<file path="src/rtl/bridge_pkg.sv">
// Bridge command and bus types
`default_nettype none

package bridge_pkg;

    localparam int CMD_LENGTH = 13;                             // Header, select, data
    localparam logic [8*(CMD_LENGTH-2)-1:0] CMD_HEADER = "pb_i_write,";

    localparam int REPLY_LENGTH = 6;                            // Text plus CR LF
    localparam logic [8*REPLY_LENGTH-1:0] REPLY_PASS = {"Pass", 8'h0d, 8'h0a};
    localparam logic [8*REPLY_LENGTH-1:0] REPLY_FAIL = {"Fail", 8'h0d, 8'h0a};

    typedef logic [2:0] bus_addr_t;         // Target address lines
    typedef logic [7:0] bus_data_t;         // Target data lines

    // Select byte, checked raw and then split into bus fields
    typedef union packed {
        logic [7:0] raw;
        struct packed {
            logic [3:0] reserved;           // Must be zero
            logic       test_addr;          // Test-address line
            bus_addr_t  addr;               // Bus address
        } fields;
    } bus_sel_u;

endpackage

`default_nettype wire

</file>
<file path="src/rtl/uart_pkg.sv">
// Serial link types
`default_nettype none

package uart_pkg;

    typedef logic [7:0] uart_byte_t;        // One data byte of a frame

    // 8N1 framing
    localparam int FRAME_BITS = 10;         // Start, eight data, stop

endpackage

`default_nettype wire

</file>
<file path="src/rtl/byte_fifo.sv">
// Byte FIFO
`timescale 1ns/1ns
`default_nettype none

module byte_fifo import uart_pkg::*; #(
    parameter int FIFO_DEPTH = 16                   // Power of two
) (
    input  logic       clock,
    input  logic       rst_n,
    input  logic       wr,
    input  uart_byte_t wr_data,
    input  logic       rd,
    output uart_byte_t rd_data,                     // Head entry, fall-through
    output logic       empty,
    output logic       full
);

    localparam int AW = $clog2(FIFO_DEPTH);

    uart_byte_t    mem [FIFO_DEPTH];
    logic [AW-1:0] wr_ptr;
    logic [AW-1:0] rd_ptr;
    logic [AW:0]   count;                           // Entries held
    logic          do_wr;
    logic          do_rd;

    assign do_wr   = wr && !full;                   // Full drops the byte
    assign do_rd   = rd && !empty;
    assign empty   = (count == '0);
    assign full    = (count == (AW+1)'(FIFO_DEPTH));
    assign rd_data = mem[rd_ptr];

    always_ff @(posedge clock) begin
        if (!rst_n) begin
            wr_ptr <= '0;
            rd_ptr <= '0;
            count  <= '0;
        end else begin
            if (do_wr) begin
                wr_ptr <= wr_ptr + 1'b1;            // Wraps at depth
            end
            if (do_rd) begin
                rd_ptr <= rd_ptr + 1'b1;
            end
            count <= count + (AW+1)'(do_wr) - (AW+1)'(do_rd);
        end
    end

    always_ff @(posedge clock) begin
        if (do_wr) begin
            mem[wr_ptr] <= wr_data;
        end
    end

    // Producer and consumer must respect the flags
    assert property (@(posedge clock) disable iff (!rst_n) !(wr && full))
        else $error("byte_fifo: write to full FIFO, byte lost");
    assert property (@(posedge clock) disable iff (!rst_n) !(rd && empty))
        else $error("byte_fifo: read from empty FIFO");

endmodule

`default_nettype wire

</file>
<file path="src/rtl/command_engine.sv">
// Command parser and replies
`timescale 1ns/1ns
`default_nettype none

module command_engine
    import uart_pkg::*;
    import bridge_pkg::*;
(
    input  logic       clock,
    input  logic       rst_n,
    input  uart_byte_t rx_data,                     // Receive FIFO head
    input  logic       rx_empty,
    input  logic       tx_full,
    input  logic       bus_busy,                    // Sequencer busy or in reset
    output logic       rx_rd,
    output logic       tx_wr,
    output uart_byte_t tx_data,                     // Reply byte
    output logic       write_start,                 // One-cycle bus request
    output bus_addr_t  write_addr,
    output logic       write_test_addr,
    output bus_data_t  write_data
);

    localparam int HDR_LEN = $bits(CMD_HEADER) / 8;
    localparam int IDX_W   = $clog2(CMD_LENGTH);

    typedef enum logic [1:0] {
        ST_COLLECT,                                 // Pull command bytes
        ST_CHECK,                                   // Header and select check
        ST_WAIT,                                    // Bus write running
        ST_REPLY                                    // Queue reply text
    } state_t;

    state_t                  state;
    logic [IDX_W-1:0]        idx;                   // Command or reply byte index
    uart_byte_t              cmd_buf [CMD_LENGTH];
    logic [$bits(CMD_HEADER)-1:0] hdr_word;         // First bytes as one word
    bus_sel_u                sel;
    logic                    hdr_ok;
    logic                    sel_ok;
    logic                    reply_pass;            // Pass or Fail text
    logic [8*REPLY_LENGTH-1:0] reply_word;

    // First byte lands in the top of the word
    always_comb begin
        for (int i = 0; i < HDR_LEN; i++) begin
            hdr_word[8*(HDR_LEN-1-i) +: 8] = cmd_buf[i];
        end
    end

    assign sel.raw = cmd_buf[CMD_LENGTH-2];
    assign hdr_ok  = (hdr_word == CMD_HEADER);
    assign sel_ok  = (sel.raw[7:4] == 4'h0);       // Upper nibble reserved

    // Buffer is frozen until the write is done
    assign write_addr      = sel.fields.addr;
    assign write_test_addr = sel.fields.test_addr;
    assign write_data      = cmd_buf[CMD_LENGTH-1];

    assign rx_rd      = (state == ST_COLLECT) && !rx_empty && !bus_busy;
    assign tx_wr      = (state == ST_REPLY) && !tx_full;
    assign reply_word = reply_pass ? REPLY_PASS : REPLY_FAIL;
    assign tx_data    = reply_word[8*(REPLY_LENGTH-1-idx) +: 8];    // Text order

    always_ff @(posedge clock) begin
        if (!rst_n) begin
            state       <= ST_COLLECT;
            idx         <= '0;
            write_start <= 1'b0;
            reply_pass  <= 1'b0;
        end else begin
            write_start <= 1'b0;                    // Single-cycle strobe
            case (state)
                ST_COLLECT: begin
                    if (rx_rd) begin
                        if (idx == IDX_W'(CMD_LENGTH - 1)) begin
                            idx   <= '0;
                            state <= ST_CHECK;      // Whole command in
                        end else begin
                            idx <= idx + 1'b1;
                        end
                    end
                end
                ST_CHECK: begin
                    reply_pass <= hdr_ok && sel_ok;
                    if (hdr_ok && sel_ok) begin
                        write_start <= 1'b1;
                        state       <= ST_WAIT;
                    end else begin
                        state <= ST_REPLY;          // No bus cycle on Fail
                    end
                end
                ST_WAIT: begin
                    // Busy rises a cycle after the strobe
                    if (!write_start && !bus_busy) begin
                        state <= ST_REPLY;
                    end
                end
                ST_REPLY: begin
                    if (tx_wr) begin
                        if (idx == IDX_W'(REPLY_LENGTH - 1)) begin
                            idx   <= '0;
                            state <= ST_COLLECT;
                        end else begin
                            idx <= idx + 1'b1;
                        end
                    end
                end
                default: state <= ST_COLLECT;
            endcase
        end
    end

    always_ff @(posedge clock) begin
        if (rx_rd) begin
            cmd_buf[idx] <= rx_data;
        end
    end

    // Sequencer takes no request while busy
    assert property (@(posedge clock) disable iff (!rst_n) write_start |-> !bus_busy)
        else $error("command_engine: write_start while bus busy");

endmodule

`default_nettype wire

</file>
<file path="src/rtl/target_bus.sv">
// Target bus sequencer
`timescale 1ns/1ns
`default_nettype none

module target_bus import bridge_pkg::*; #(
    parameter int RESET_CYCLES = 100,               // Target reset hold
    parameter int WRITE_CYCLES = 4                  // Write strobe width
) (
    input  logic      clock,
    input  logic      rst_n,
    input  logic      write_start,
    input  bus_addr_t write_addr,
    input  logic      write_test_addr,
    input  bus_data_t write_data,
    output logic      busy,                         // High in reset phase and writes
    output bus_data_t data_p,
    output bus_addr_t addr_p,
    output logic      test_addr_p,
    output logic      b0_p,                         // Board enable
    output logic      rd_p,
    output logic      wr_p,
    output logic      reset_p                       // Target reset
);

    localparam int RST_W = $clog2(RESET_CYCLES + 1);
    localparam int WR_W  = $clog2(WRITE_CYCLES + 1);

    logic [RST_W-1:0] rst_cnt;
    logic [WR_W-1:0]  wr_cnt;

    assign rd_p = 1'b0;                             // Writes only

    always_ff @(posedge clock) begin
        if (!rst_n) begin
            rst_cnt     <= '0;
            wr_cnt      <= '0;
            busy        <= 1'b1;
            reset_p     <= 1'b1;                    // Hold target in reset
            b0_p        <= 1'b0;
            wr_p        <= 1'b0;
            data_p      <= '0;
            addr_p      <= '0;
            test_addr_p <= 1'b0;
        end else if (reset_p) begin
            if (rst_cnt == RST_W'(RESET_CYCLES - 1)) begin
                reset_p <= 1'b0;
                b0_p    <= 1'b1;                    // Enable the board
                busy    <= 1'b0;
            end else begin
                rst_cnt <= rst_cnt + 1'b1;
            end
        end else if (wr_p) begin
            if (wr_cnt == WR_W'(WRITE_CYCLES - 1)) begin
                wr_p <= 1'b0;
            end else begin
                wr_cnt <= wr_cnt + 1'b1;
            end
        end else if (busy) begin
            busy <= 1'b0;                           // Recovery cycle after strobe
        end else if (write_start) begin
            busy        <= 1'b1;
            wr_p        <= 1'b1;
            wr_cnt      <= '0;
            data_p      <= write_data;
            addr_p      <= write_addr;
            test_addr_p <= write_test_addr;
        end
    end

    // Bus lines held for the whole strobe
    assert property (@(posedge clock) disable iff (!rst_n)
        $past(wr_p) && wr_p |-> $stable({data_p, addr_p, test_addr_p}))
        else $error("target_bus: bus lines changed during write strobe");

endmodule

`default_nettype wire

</file>
<file path="src/rtl/uart_bridge_top.sv">
// UART to parallel bus bridge
`timescale 1ns/1ns
`default_nettype none

module uart_bridge_top
    import uart_pkg::*;
    import bridge_pkg::*;
#(
    parameter int CLKS_PER_BIT = 234,               // 27 MHz at 115200 baud
    parameter int FIFO_DEPTH   = 16,
    parameter int RESET_CYCLES = 100,
    parameter int WRITE_CYCLES = 4
) (
    input  logic      clock,
    input  logic      rst_n,
    input  logic      rx_pin,
    output logic      tx_pin,
    output bus_data_t data_p,
    output bus_addr_t addr_p,
    output logic      test_addr_p,
    output logic      b0_p,
    output logic      rd_p,
    output logic      wr_p,
    output logic      reset_p
);

    uart_byte_t rx_byte;                            // Receiver to FIFO
    logic       rx_valid;
    uart_byte_t rx_data;                            // FIFO head to engine
    logic       rx_empty;
    logic       rx_rd;
    uart_byte_t tx_data;                            // Engine to FIFO
    logic       tx_wr;
    logic       tx_full;
    uart_byte_t tx_head;                            // FIFO head to transmitter
    logic       tx_empty;
    logic       tx_rd;
    logic       write_start;
    bus_addr_t  write_addr;
    logic       write_test_addr;
    bus_data_t  write_data;
    logic       bus_busy;

    uart_rx #(.CLKS_PER_BIT(CLKS_PER_BIT)) uart_rx_i (
        .clock    (clock),
        .rst_n    (rst_n),
        .rx_pin   (rx_pin),
        .rx_byte  (rx_byte),
        .rx_valid (rx_valid)
    );

    byte_fifo #(.FIFO_DEPTH(FIFO_DEPTH)) rx_fifo (
        .clock   (clock),
        .rst_n   (rst_n),
        .wr      (rx_valid),
        .wr_data (rx_byte),
        .rd      (rx_rd),
        .rd_data (rx_data),
        .empty   (rx_empty),
        .full    ()                                 // Engine drains faster than bytes arrive
    );

    command_engine command_engine_i (
        .clock           (clock),
        .rst_n           (rst_n),
        .rx_data         (rx_data),
        .rx_empty        (rx_empty),
        .tx_full         (tx_full),
        .bus_busy        (bus_busy),
        .rx_rd           (rx_rd),
        .tx_wr           (tx_wr),
        .tx_data         (tx_data),
        .write_start     (write_start),
        .write_addr      (write_addr),
        .write_test_addr (write_test_addr),
        .write_data      (write_data)
    );

    byte_fifo #(.FIFO_DEPTH(FIFO_DEPTH)) tx_fifo (
        .clock   (clock),
        .rst_n   (rst_n),
        .wr      (tx_wr),
        .wr_data (tx_data),
        .rd      (tx_rd),
        .rd_data (tx_head),
        .empty   (tx_empty),
        .full    (tx_full)
    );

    uart_tx #(.CLKS_PER_BIT(CLKS_PER_BIT)) uart_tx_i (
        .clock      (clock),
        .rst_n      (rst_n),
        .fifo_data  (tx_head),
        .fifo_empty (tx_empty),
        .fifo_rd    (tx_rd),
        .tx_pin     (tx_pin)
    );

    target_bus #(
        .RESET_CYCLES (RESET_CYCLES),
        .WRITE_CYCLES (WRITE_CYCLES)
    ) target_bus_i (
        .clock           (clock),
        .rst_n           (rst_n),
        .write_start     (write_start),
        .write_addr      (write_addr),
        .write_test_addr (write_test_addr),
        .write_data      (write_data),
        .busy            (bus_busy),
        .data_p          (data_p),
        .addr_p          (addr_p),
        .test_addr_p     (test_addr_p),
        .b0_p            (b0_p),
        .rd_p            (rd_p),
        .wr_p            (wr_p),
        .reset_p         (reset_p)
    );

endmodule

`default_nettype wire

</file>
<file path="src/rtl/uart_rx.sv">
// UART receiver
`timescale 1ns/1ns
`default_nettype none

module uart_rx import uart_pkg::*; #(
    parameter int CLKS_PER_BIT = 234                // Clocks per serial bit
) (
    input  logic       clock,
    input  logic       rst_n,
    input  logic       rx_pin,                      // Serial input, idles high
    output uart_byte_t rx_byte,                     // Last framed byte
    output logic       rx_valid                     // Pulse mid stop bit
);

    localparam int CNT_W = $clog2(CLKS_PER_BIT);
    localparam int IDX_W = $clog2(FRAME_BITS);

    logic [1:0]       rx_sync;                      // Two-flop synchroniser
    logic             line;                         // Synchronised pin level
    logic             busy;                         // Inside a frame
    logic [CNT_W-1:0] clk_cnt;                      // Clocks to next bit centre
    logic [IDX_W-1:0] bit_idx;                      // 0 start, 1..8 data, then stop
    logic             sample;                       // At a bit centre
    uart_byte_t       shift;                        // Data bits, LSB first

    assign line    = rx_sync[1];
    assign sample  = busy && (clk_cnt == '0);
    assign rx_byte = shift;                         // Held until next data bit

    always_ff @(posedge clock) begin
        if (!rst_n) begin
            rx_sync  <= 2'b11;
            busy     <= 1'b0;
            clk_cnt  <= '0;
            bit_idx  <= '0;
            rx_valid <= 1'b0;
        end else begin
            rx_sync  <= {rx_sync[0], rx_pin};
            rx_valid <= 1'b0;                       // Default no strobe
            if (!busy) begin
                if (!line) begin                    // Start edge
                    busy    <= 1'b1;
                    clk_cnt <= CNT_W'(CLKS_PER_BIT / 2 - 1);
                    bit_idx <= '0;
                end
            end else if (!sample) begin
                clk_cnt <= clk_cnt - 1'b1;
            end else begin
                clk_cnt <= CNT_W'(CLKS_PER_BIT - 1);    // One bit to next centre
                bit_idx <= bit_idx + 1'b1;
                if (bit_idx == '0 && line) begin
                    busy <= 1'b0;                   // Glitch, no real start bit
                end else if (bit_idx == IDX_W'(FRAME_BITS - 1)) begin
                    busy     <= 1'b0;
                    rx_valid <= line;               // Bad stop bit drops the byte
                end
            end
        end
    end

    // Data bits only, start and stop are not stored
    always_ff @(posedge clock) begin
        if (sample && bit_idx != '0 && bit_idx != IDX_W'(FRAME_BITS - 1)) begin
            shift <= {line, shift[7:1]};            // LSB arrives first
        end
    end

endmodule

`default_nettype wire

</file>
<file path="src/rtl/uart_tx.sv">
// UART transmitter
`timescale 1ns/1ns
`default_nettype none

module uart_tx import uart_pkg::*; #(
    parameter int CLKS_PER_BIT = 234                // Clocks per serial bit
) (
    input  logic       clock,
    input  logic       rst_n,
    input  uart_byte_t fifo_data,                   // FIFO head byte
    input  logic       fifo_empty,
    output logic       fifo_rd,                     // Pop strobe
    output logic       tx_pin                       // Serial output, idles high
);

    localparam int CNT_W = $clog2(CLKS_PER_BIT);
    localparam int IDX_W = $clog2(FRAME_BITS);

    logic                  busy;                    // Frame on the line
    logic [CNT_W-1:0]      clk_cnt;                 // Clocks left in this bit
    logic [IDX_W-1:0]      bit_idx;                 // Bit now on the line
    logic                  bit_end;                 // Last clock of a bit
    logic [FRAME_BITS-2:0] frame;                   // Data and stop still to send

    assign fifo_rd = !busy && !fifo_empty;          // Pop loop
    assign bit_end = busy && (clk_cnt == '0);

    always_ff @(posedge clock) begin
        if (!rst_n) begin
            busy    <= 1'b0;
            clk_cnt <= '0;
            bit_idx <= '0;
            tx_pin  <= 1'b1;
        end else if (fifo_rd) begin
            busy    <= 1'b1;
            clk_cnt <= CNT_W'(CLKS_PER_BIT - 1);
            bit_idx <= '0;
            tx_pin  <= 1'b0;                        // Start bit
        end else if (bit_end) begin
            clk_cnt <= CNT_W'(CLKS_PER_BIT - 1);
            if (bit_idx == IDX_W'(FRAME_BITS - 1)) begin
                busy <= 1'b0;                       // Stop bit done
            end else begin
                tx_pin  <= frame[0];
                bit_idx <= bit_idx + 1'b1;
            end
        end else if (busy) begin
            clk_cnt <= clk_cnt - 1'b1;
        end
    end

    always_ff @(posedge clock) begin
        if (fifo_rd) begin
            frame <= {1'b1, fifo_data};             // Stop bit above data
        end else if (bit_end) begin
            frame <= {1'b1, frame[FRAME_BITS-2:1]};
        end
    end

endmodule

`default_nettype wire

</file>
<file path="config.mk">
export PLATFORM = sky130hd
export DESIGN_NAME = uart_bridge_top
export DESIGN_NICKNAME = d
export VERILOG_FILES = /design/src/rtl/bridge_pkg.sv /design/src/rtl/uart_pkg.sv /design/src/rtl/byte_fifo.sv /design/src/rtl/command_engine.sv /design/src/rtl/target_bus.sv /design/src/rtl/uart_bridge_top.sv /design/src/rtl/uart_rx.sv /design/src/rtl/uart_tx.sv
export SDC_FILE = /design/constraint.sdc
export NUM_CORES = 1
export LEC_CHECK = 0
export BUFFER_PORTS_ARGS = -buffer_cell sky130_fd_sc_hd__buf_2
export CAP_MARGIN = 0
export CELL_PAD_IN_SITES_DETAIL_PLACEMENT = 1
export CELL_PAD_IN_SITES_GLOBAL_PLACEMENT = 1
export CORE_UTILIZATION = 35
export DETAILED_ROUTE_END_ITERATION = 8
export PLACE_DENSITY_LB_ADDON = 0.1
export SYNTH_ARGS = -nofsm -noshare
export SYNTH_HDL_FRONTEND = slang
export SYNTH_HIERARCHICAL = 1
export SYNTH_SLANG_ARGS = --single-unit
</file>
<file path="constraint.sdc">
create_clock -name clock -period 8.3 [get_ports clock]
set_clock_uncertainty 0.2 [all_clocks]
set_input_delay 0.83 -clock clock [delete_from_list [all_inputs] [get_ports clock]]
set_output_delay 0.83 -clock clock [all_outputs]
set_load 0.02 [all_outputs]
</file>
==> results.md <==
- The run finished with clean final reports.
- In this run the biggest area consumer among cell types represents 58.6% of the synthesized area.
- The number of global-route vias before repair was 10800.
- Following the worst setup path forward leads to its endpoint at tx_fifo/count[4].
- The cell at the root of the clock tree is sky130_fd_sc_hd__clkbuf_16.
- The cell with the largest stage delay on the worst path is sky130_fd_sc_hd__or4b_4.
- The clock network latency to the later pin of the worst-skew pair is 0.61 ns.
- The number of buffer and inverter stages on the critical path is 5.
- The routing usage on met2 is 26.1%.
- The proportion of layout cells with a drive suffix above 1 is 13.8%.
- In this run the deepest clock path goes through 3 buffers.
- The hold-fix buffer count after cts is 0.
- The met1 track demand over resource in global routing is 20.4%.
- The analysis attributes to cell leakage a power of 7.28 nW.
- The share of power burned in combinational logic is 9.3%.
- The worst voltage drop across the vdd grid is 0.000167 V.
- Yosys attributes the largest share of cell area to sky130_fd_sc_hd__edfxtp_1 59%, sky130_fd_sc_hd__dfxtp_1 10%, sky130_fd_sc_hd__mux4_2 4.2%.
- The average wire length per cell after detail routing is 21.4 µm.
- 20 I/O pins were placed.
- The startpoint kind of the worst setup timing path is a register.
- The largest total area in the synthesized netlist belongs to sky130_fd_sc_hd__edfxtp_1.
- The fraction of the yosys area taken by sequential cells is 68.8%.
- The delay of the slowest cell on the worst path is 0.50 ns.
- Internal power comes to 4.19 mW.
- During synthesis, Yosys emitted a total of 6 warnings.
- Clock-pin slew was measured on the worst setup and hold paths at 0.06 ns.
- In this run, distinct cell masters in the synthesized netlist total 81.
- The commonest non-fill, non-tap cell in the layout is sky130_fd_sc_hd__edfxtp_1.
- The worst setup path is captured at a register.
- The antenna diode count is 0.
- In this run switching power makes up 23.4% of total power.
- The post-synthesis average cell area is 16.1 µm².
- The most numerous cell type found on the critical path is sky130_fd_sc_hd__inv_1.
- For this design the total switching power over the nets is 1.28 mW.
- The fmax is 0.274 GHz.
- The worst pin sits at a relative slew slack of 26.2%.
- The critical path starts at tx_fifo/count[2].
- The tightest min-delay check is of the reg2reg type.
- The filler cells instantiated in the layout total 5360.
- The start of the worst register-to-register path is tx_fifo/count[2].
- The signal arrival time at the worst endpoint is 3.94 ns.
- Detailed placement ended at an HPWL of 26900 µm.
- The die is 237 µm wide.
- The least setup slack across all paths after layout is 4.65 ns.
- The count of buffers added on input and output ports is 18.
- The total DRC errors in the routed layout is 0.
- The H-tree was split into 2 levels.
- Across all layers, the routed design uses 10200 vias.
- Setup repair after global routing left no endpoint under its margin.
- In this run, post-CTS repair resized a total of 0 instances.
- Measured along the y axis, the die boundary spans 237 µm.
- Adding up every negative setup slack in the final design gives 0 ns.
- The number of search-and-repair iterations in the first detailed-routing pass is 4.
- Traced cell by cell, the critical path runs through inv_1 > ha_1 > or4b_4 > inv_1 > or2_2 > inv_2 > nand2_1 > inv_1 > ha_1 > inv_1 > ha_1 > fa_1 > a21oi_1 > nor2_1 > or3_1 > and3_1.
- The final number of hold-violating endpoints is 0.
- The design draws 5.47 mW.
- The cell family contributing the most delay on the critical path is simple AND/OR/NAND/NOR gates.
- The proportion of power drawn by the clock network is 41.9%.
- Measured in cells, the most critical reg-to-reg path has a length of 16.
- Cells fill 40.2% of the core in the end.
- After global routing, the most crowded layer is met2.
- Clock tree synthesis found a total of 474 sinks.
- The mapped netlist covers 19300 µm².
- The clock period minus final worst setup slack is 3.65 ns.
- In the layout the commonest cells are 376 x sky130_fd_sc_hd__edfxtp_1, 96 x sky130_fd_sc_hd__dfxtp_1, 75 x sky130_fd_sc_hd__nand2_1.
- The worst slack at placement is 4.65 ns.
- The count of standard-cell rows is 85.
- The net total in the final layout is 1289.
- The endpoint identified for the worst register-to-register timing path is tx_fifo/count[4].
- The area enclosed by the die boundary is 56000 µm².
- In this run, the number of DRC markers left after iteration 0 of detailed routing was 470.
- The number of synthesized flops with an enable pin is 376.
- The overall routed net length is 42400 µm.
- The number of synthesized register bits is 474.
- The starting density of the core is 35.6%.
- Counting the buffers created by CTS gives 51.
- The ratio of total power to cell area is 251 nW/µm².
- Routability-driven placement finished with a final weighted congestion of 0.703.
- In the global route stage, met3 resource usage came out at 2.48%.
- Setup violations remaining at the end of the flow were counted as 0.
- Final hold analysis gives a worst-case slack of 0.238 ns.
- TritonCTS built the clock tree.
- The final critical path takes up 44.0% of the cycle.
- The register-to-register setup slack is 4.65 ns.
- The number of antenna violations at the first check in global routing is 0.
- The fraction of registers with async set/reset is 0%.
- The post-CTS setup buffer count is 0.
- The via density per instance is 5.14.
- In this run the worst path has a maximum fanout of 11.
- The critical path depth is 16.
- The share of total power dissipated in sequential elements is 48.9%.
- The transition at the pin with the smallest max-transition slack is 1.10 ns.
- The overall track demand over capacity in global routing is 15.4%.
- The count of mapped cells out of synthesis is 1199.
- The total nets after synthesis is 1249.
- Entering global routing, the biggest net connects 45 pins.
- The signed area change from the synthesized netlist to the final layout is 12.9%.
- The setup path with the least slack is of type reg2reg.
- The number of max-cap violations is 0.
- The count of nets left with antenna violations once routing finished came out at 0.
- The dominant register cell in the synthesized netlist is sky130_fd_sc_hd__edfxtp_1.
- The final number of max-transition violations was 0.
- The worst endpoint required time is 8.59 ns.
- After floorplanning, the core was sized to cover 54100 µm².
- The total overflow left after global routing is 0.
- The first-pass GRT wire length is 65700 µm.
synthesized netlist by cell type, types with 8 or more instances:
library cell and count:
sky130_fd_sc_hd__edfxtp_1 376, sky130_fd_sc_hd__dfxtp_1 98, sky130_fd_sc_hd__nand2_1 75, sky130_fd_sc_hd__and2_1 57, sky130_fd_sc_hd__inv_1 50, sky130_fd_sc_hd__ha_1 45
sky130_fd_sc_hd__mux4_2 36, sky130_fd_sc_hd__nor2_1 34, sky130_fd_sc_hd__a22oi_1 33, sky130_fd_sc_hd__mux4_1 28, sky130_fd_sc_hd__a21oi_1 25, sky130_fd_sc_hd__nand3_1 22
sky130_fd_sc_hd__o21ai_0 18, sky130_fd_sc_hd__clkbuf_1 16, sky130_fd_sc_hd__nor4_1 16, sky130_fd_sc_hd__xnor2_1 15, sky130_fd_sc_hd__a21boi_0 13, sky130_fd_sc_hd__nor3b_1 13
sky130_fd_sc_hd__nand4_1 12, sky130_fd_sc_hd__nor3_1 12, sky130_fd_sc_hd__nand2b_1 11, sky130_fd_sc_hd__a21boi_1 10, sky130_fd_sc_hd__mux2_2 9, sky130_fd_sc_hd__buf_4 8
sky130_fd_sc_hd__buf_6 8, sky130_fd_sc_hd__nand4b_1 8, sky130_fd_sc_hd__nor2b_1 8, sky130_fd_sc_hd__xor2_1 8
cell type report:
type | count | area [µm²] | area share, %
Sequential cell | 474 | 13300 | 60.9
Clock buffer | 68 | 1360 | 6.25
Timing Repair Buffer | 33 | 203 | 0.932
Inverter | 51 | 191 | 0.880
Multi-Input combinational cell | 628 | 5560 | 25.5
Clock inverter | 26 | 320 | 1.47
Tap cell | 696 | 871 | 4.00
power by group through the flow:
stage               Sequential [mW]  Clock (mW)  Combinational (mW)
global placement               2.72           0               0.515
finish                         2.67        2.29               0.507
floorplan                      2.70           0               0.417
CTS                            2.67        2.36               0.519
detailed placement             2.72           0               0.517
global route                   2.68        2.45               0.570
routing by layer:
metal | part of all wire [%] | up-vias
met4 | 1.7 | 0
met1 | 46 | 5250
li1 | - | 4748
met5 | 0 | -
met3 | 2.9 | 52
met2 | 49 | 116
worst min path at each step:
stage,from,endpoint,slack [ns],cells after the start
finish,uart_rx_i/rx_sync[0],uart_rx_i/rx_sync[1],0.24,1
global route,rx_pin,uart_rx_i/rx_sync[0],0.24,2
CTS,rx_pin,uart_rx_i/rx_sync[0],0.22,2
detailed placement,uart_rx_i/rx_sync[0],uart_rx_i/rx_sync[1],0.21,1
global placement,uart_rx_i/rx_sync[0],uart_rx_i/rx_sync[1],0.20,1
floorplan,uart_rx_i/rx_sync[0],uart_rx_i/rx_sync[1],0.19,1
kinds of logic (layout without fill, tap and decap cells):
family	count (synthesis)	after routing	share of synthesized area, %
DFF	474	474	68.8
and+or+nand+nor	332	332	10.3
AOI/OAI and AO/OA	144	144	5.26
buffers and inverters	97	178	2.59
muxes	80	80	8.91
adders and majority gates	47	47	3.13
xor gates and xnor gates	23	23	1.05
other	2	2	0.0390
registers in the layout, summed over array words and instances (netlist names), 5 cells and up, named ones only:
signal	cells
target_bus_i/rst_cnt	7
tx_fifo/mem	128
target_bus_i/data_p	8
command_engine_i/cmd_buf	104
rx_fifo/mem	128
uart_rx_i/clk_cnt	8
uart_rx_i/rx_byte	8
rx_fifo/count	5
uart_tx_i/clk_cnt	8
uart_tx_i/frame	8
tx_fifo/count	5
through the flow:
step                instances  instance area, µm²
floorplan                1199               19300
global route             1976               21800
detailed placement       1882               20100
global placement         1882               20100
CTS                      1976               21800
finish                   1976               21800
(Power assumes the default switching activity.)
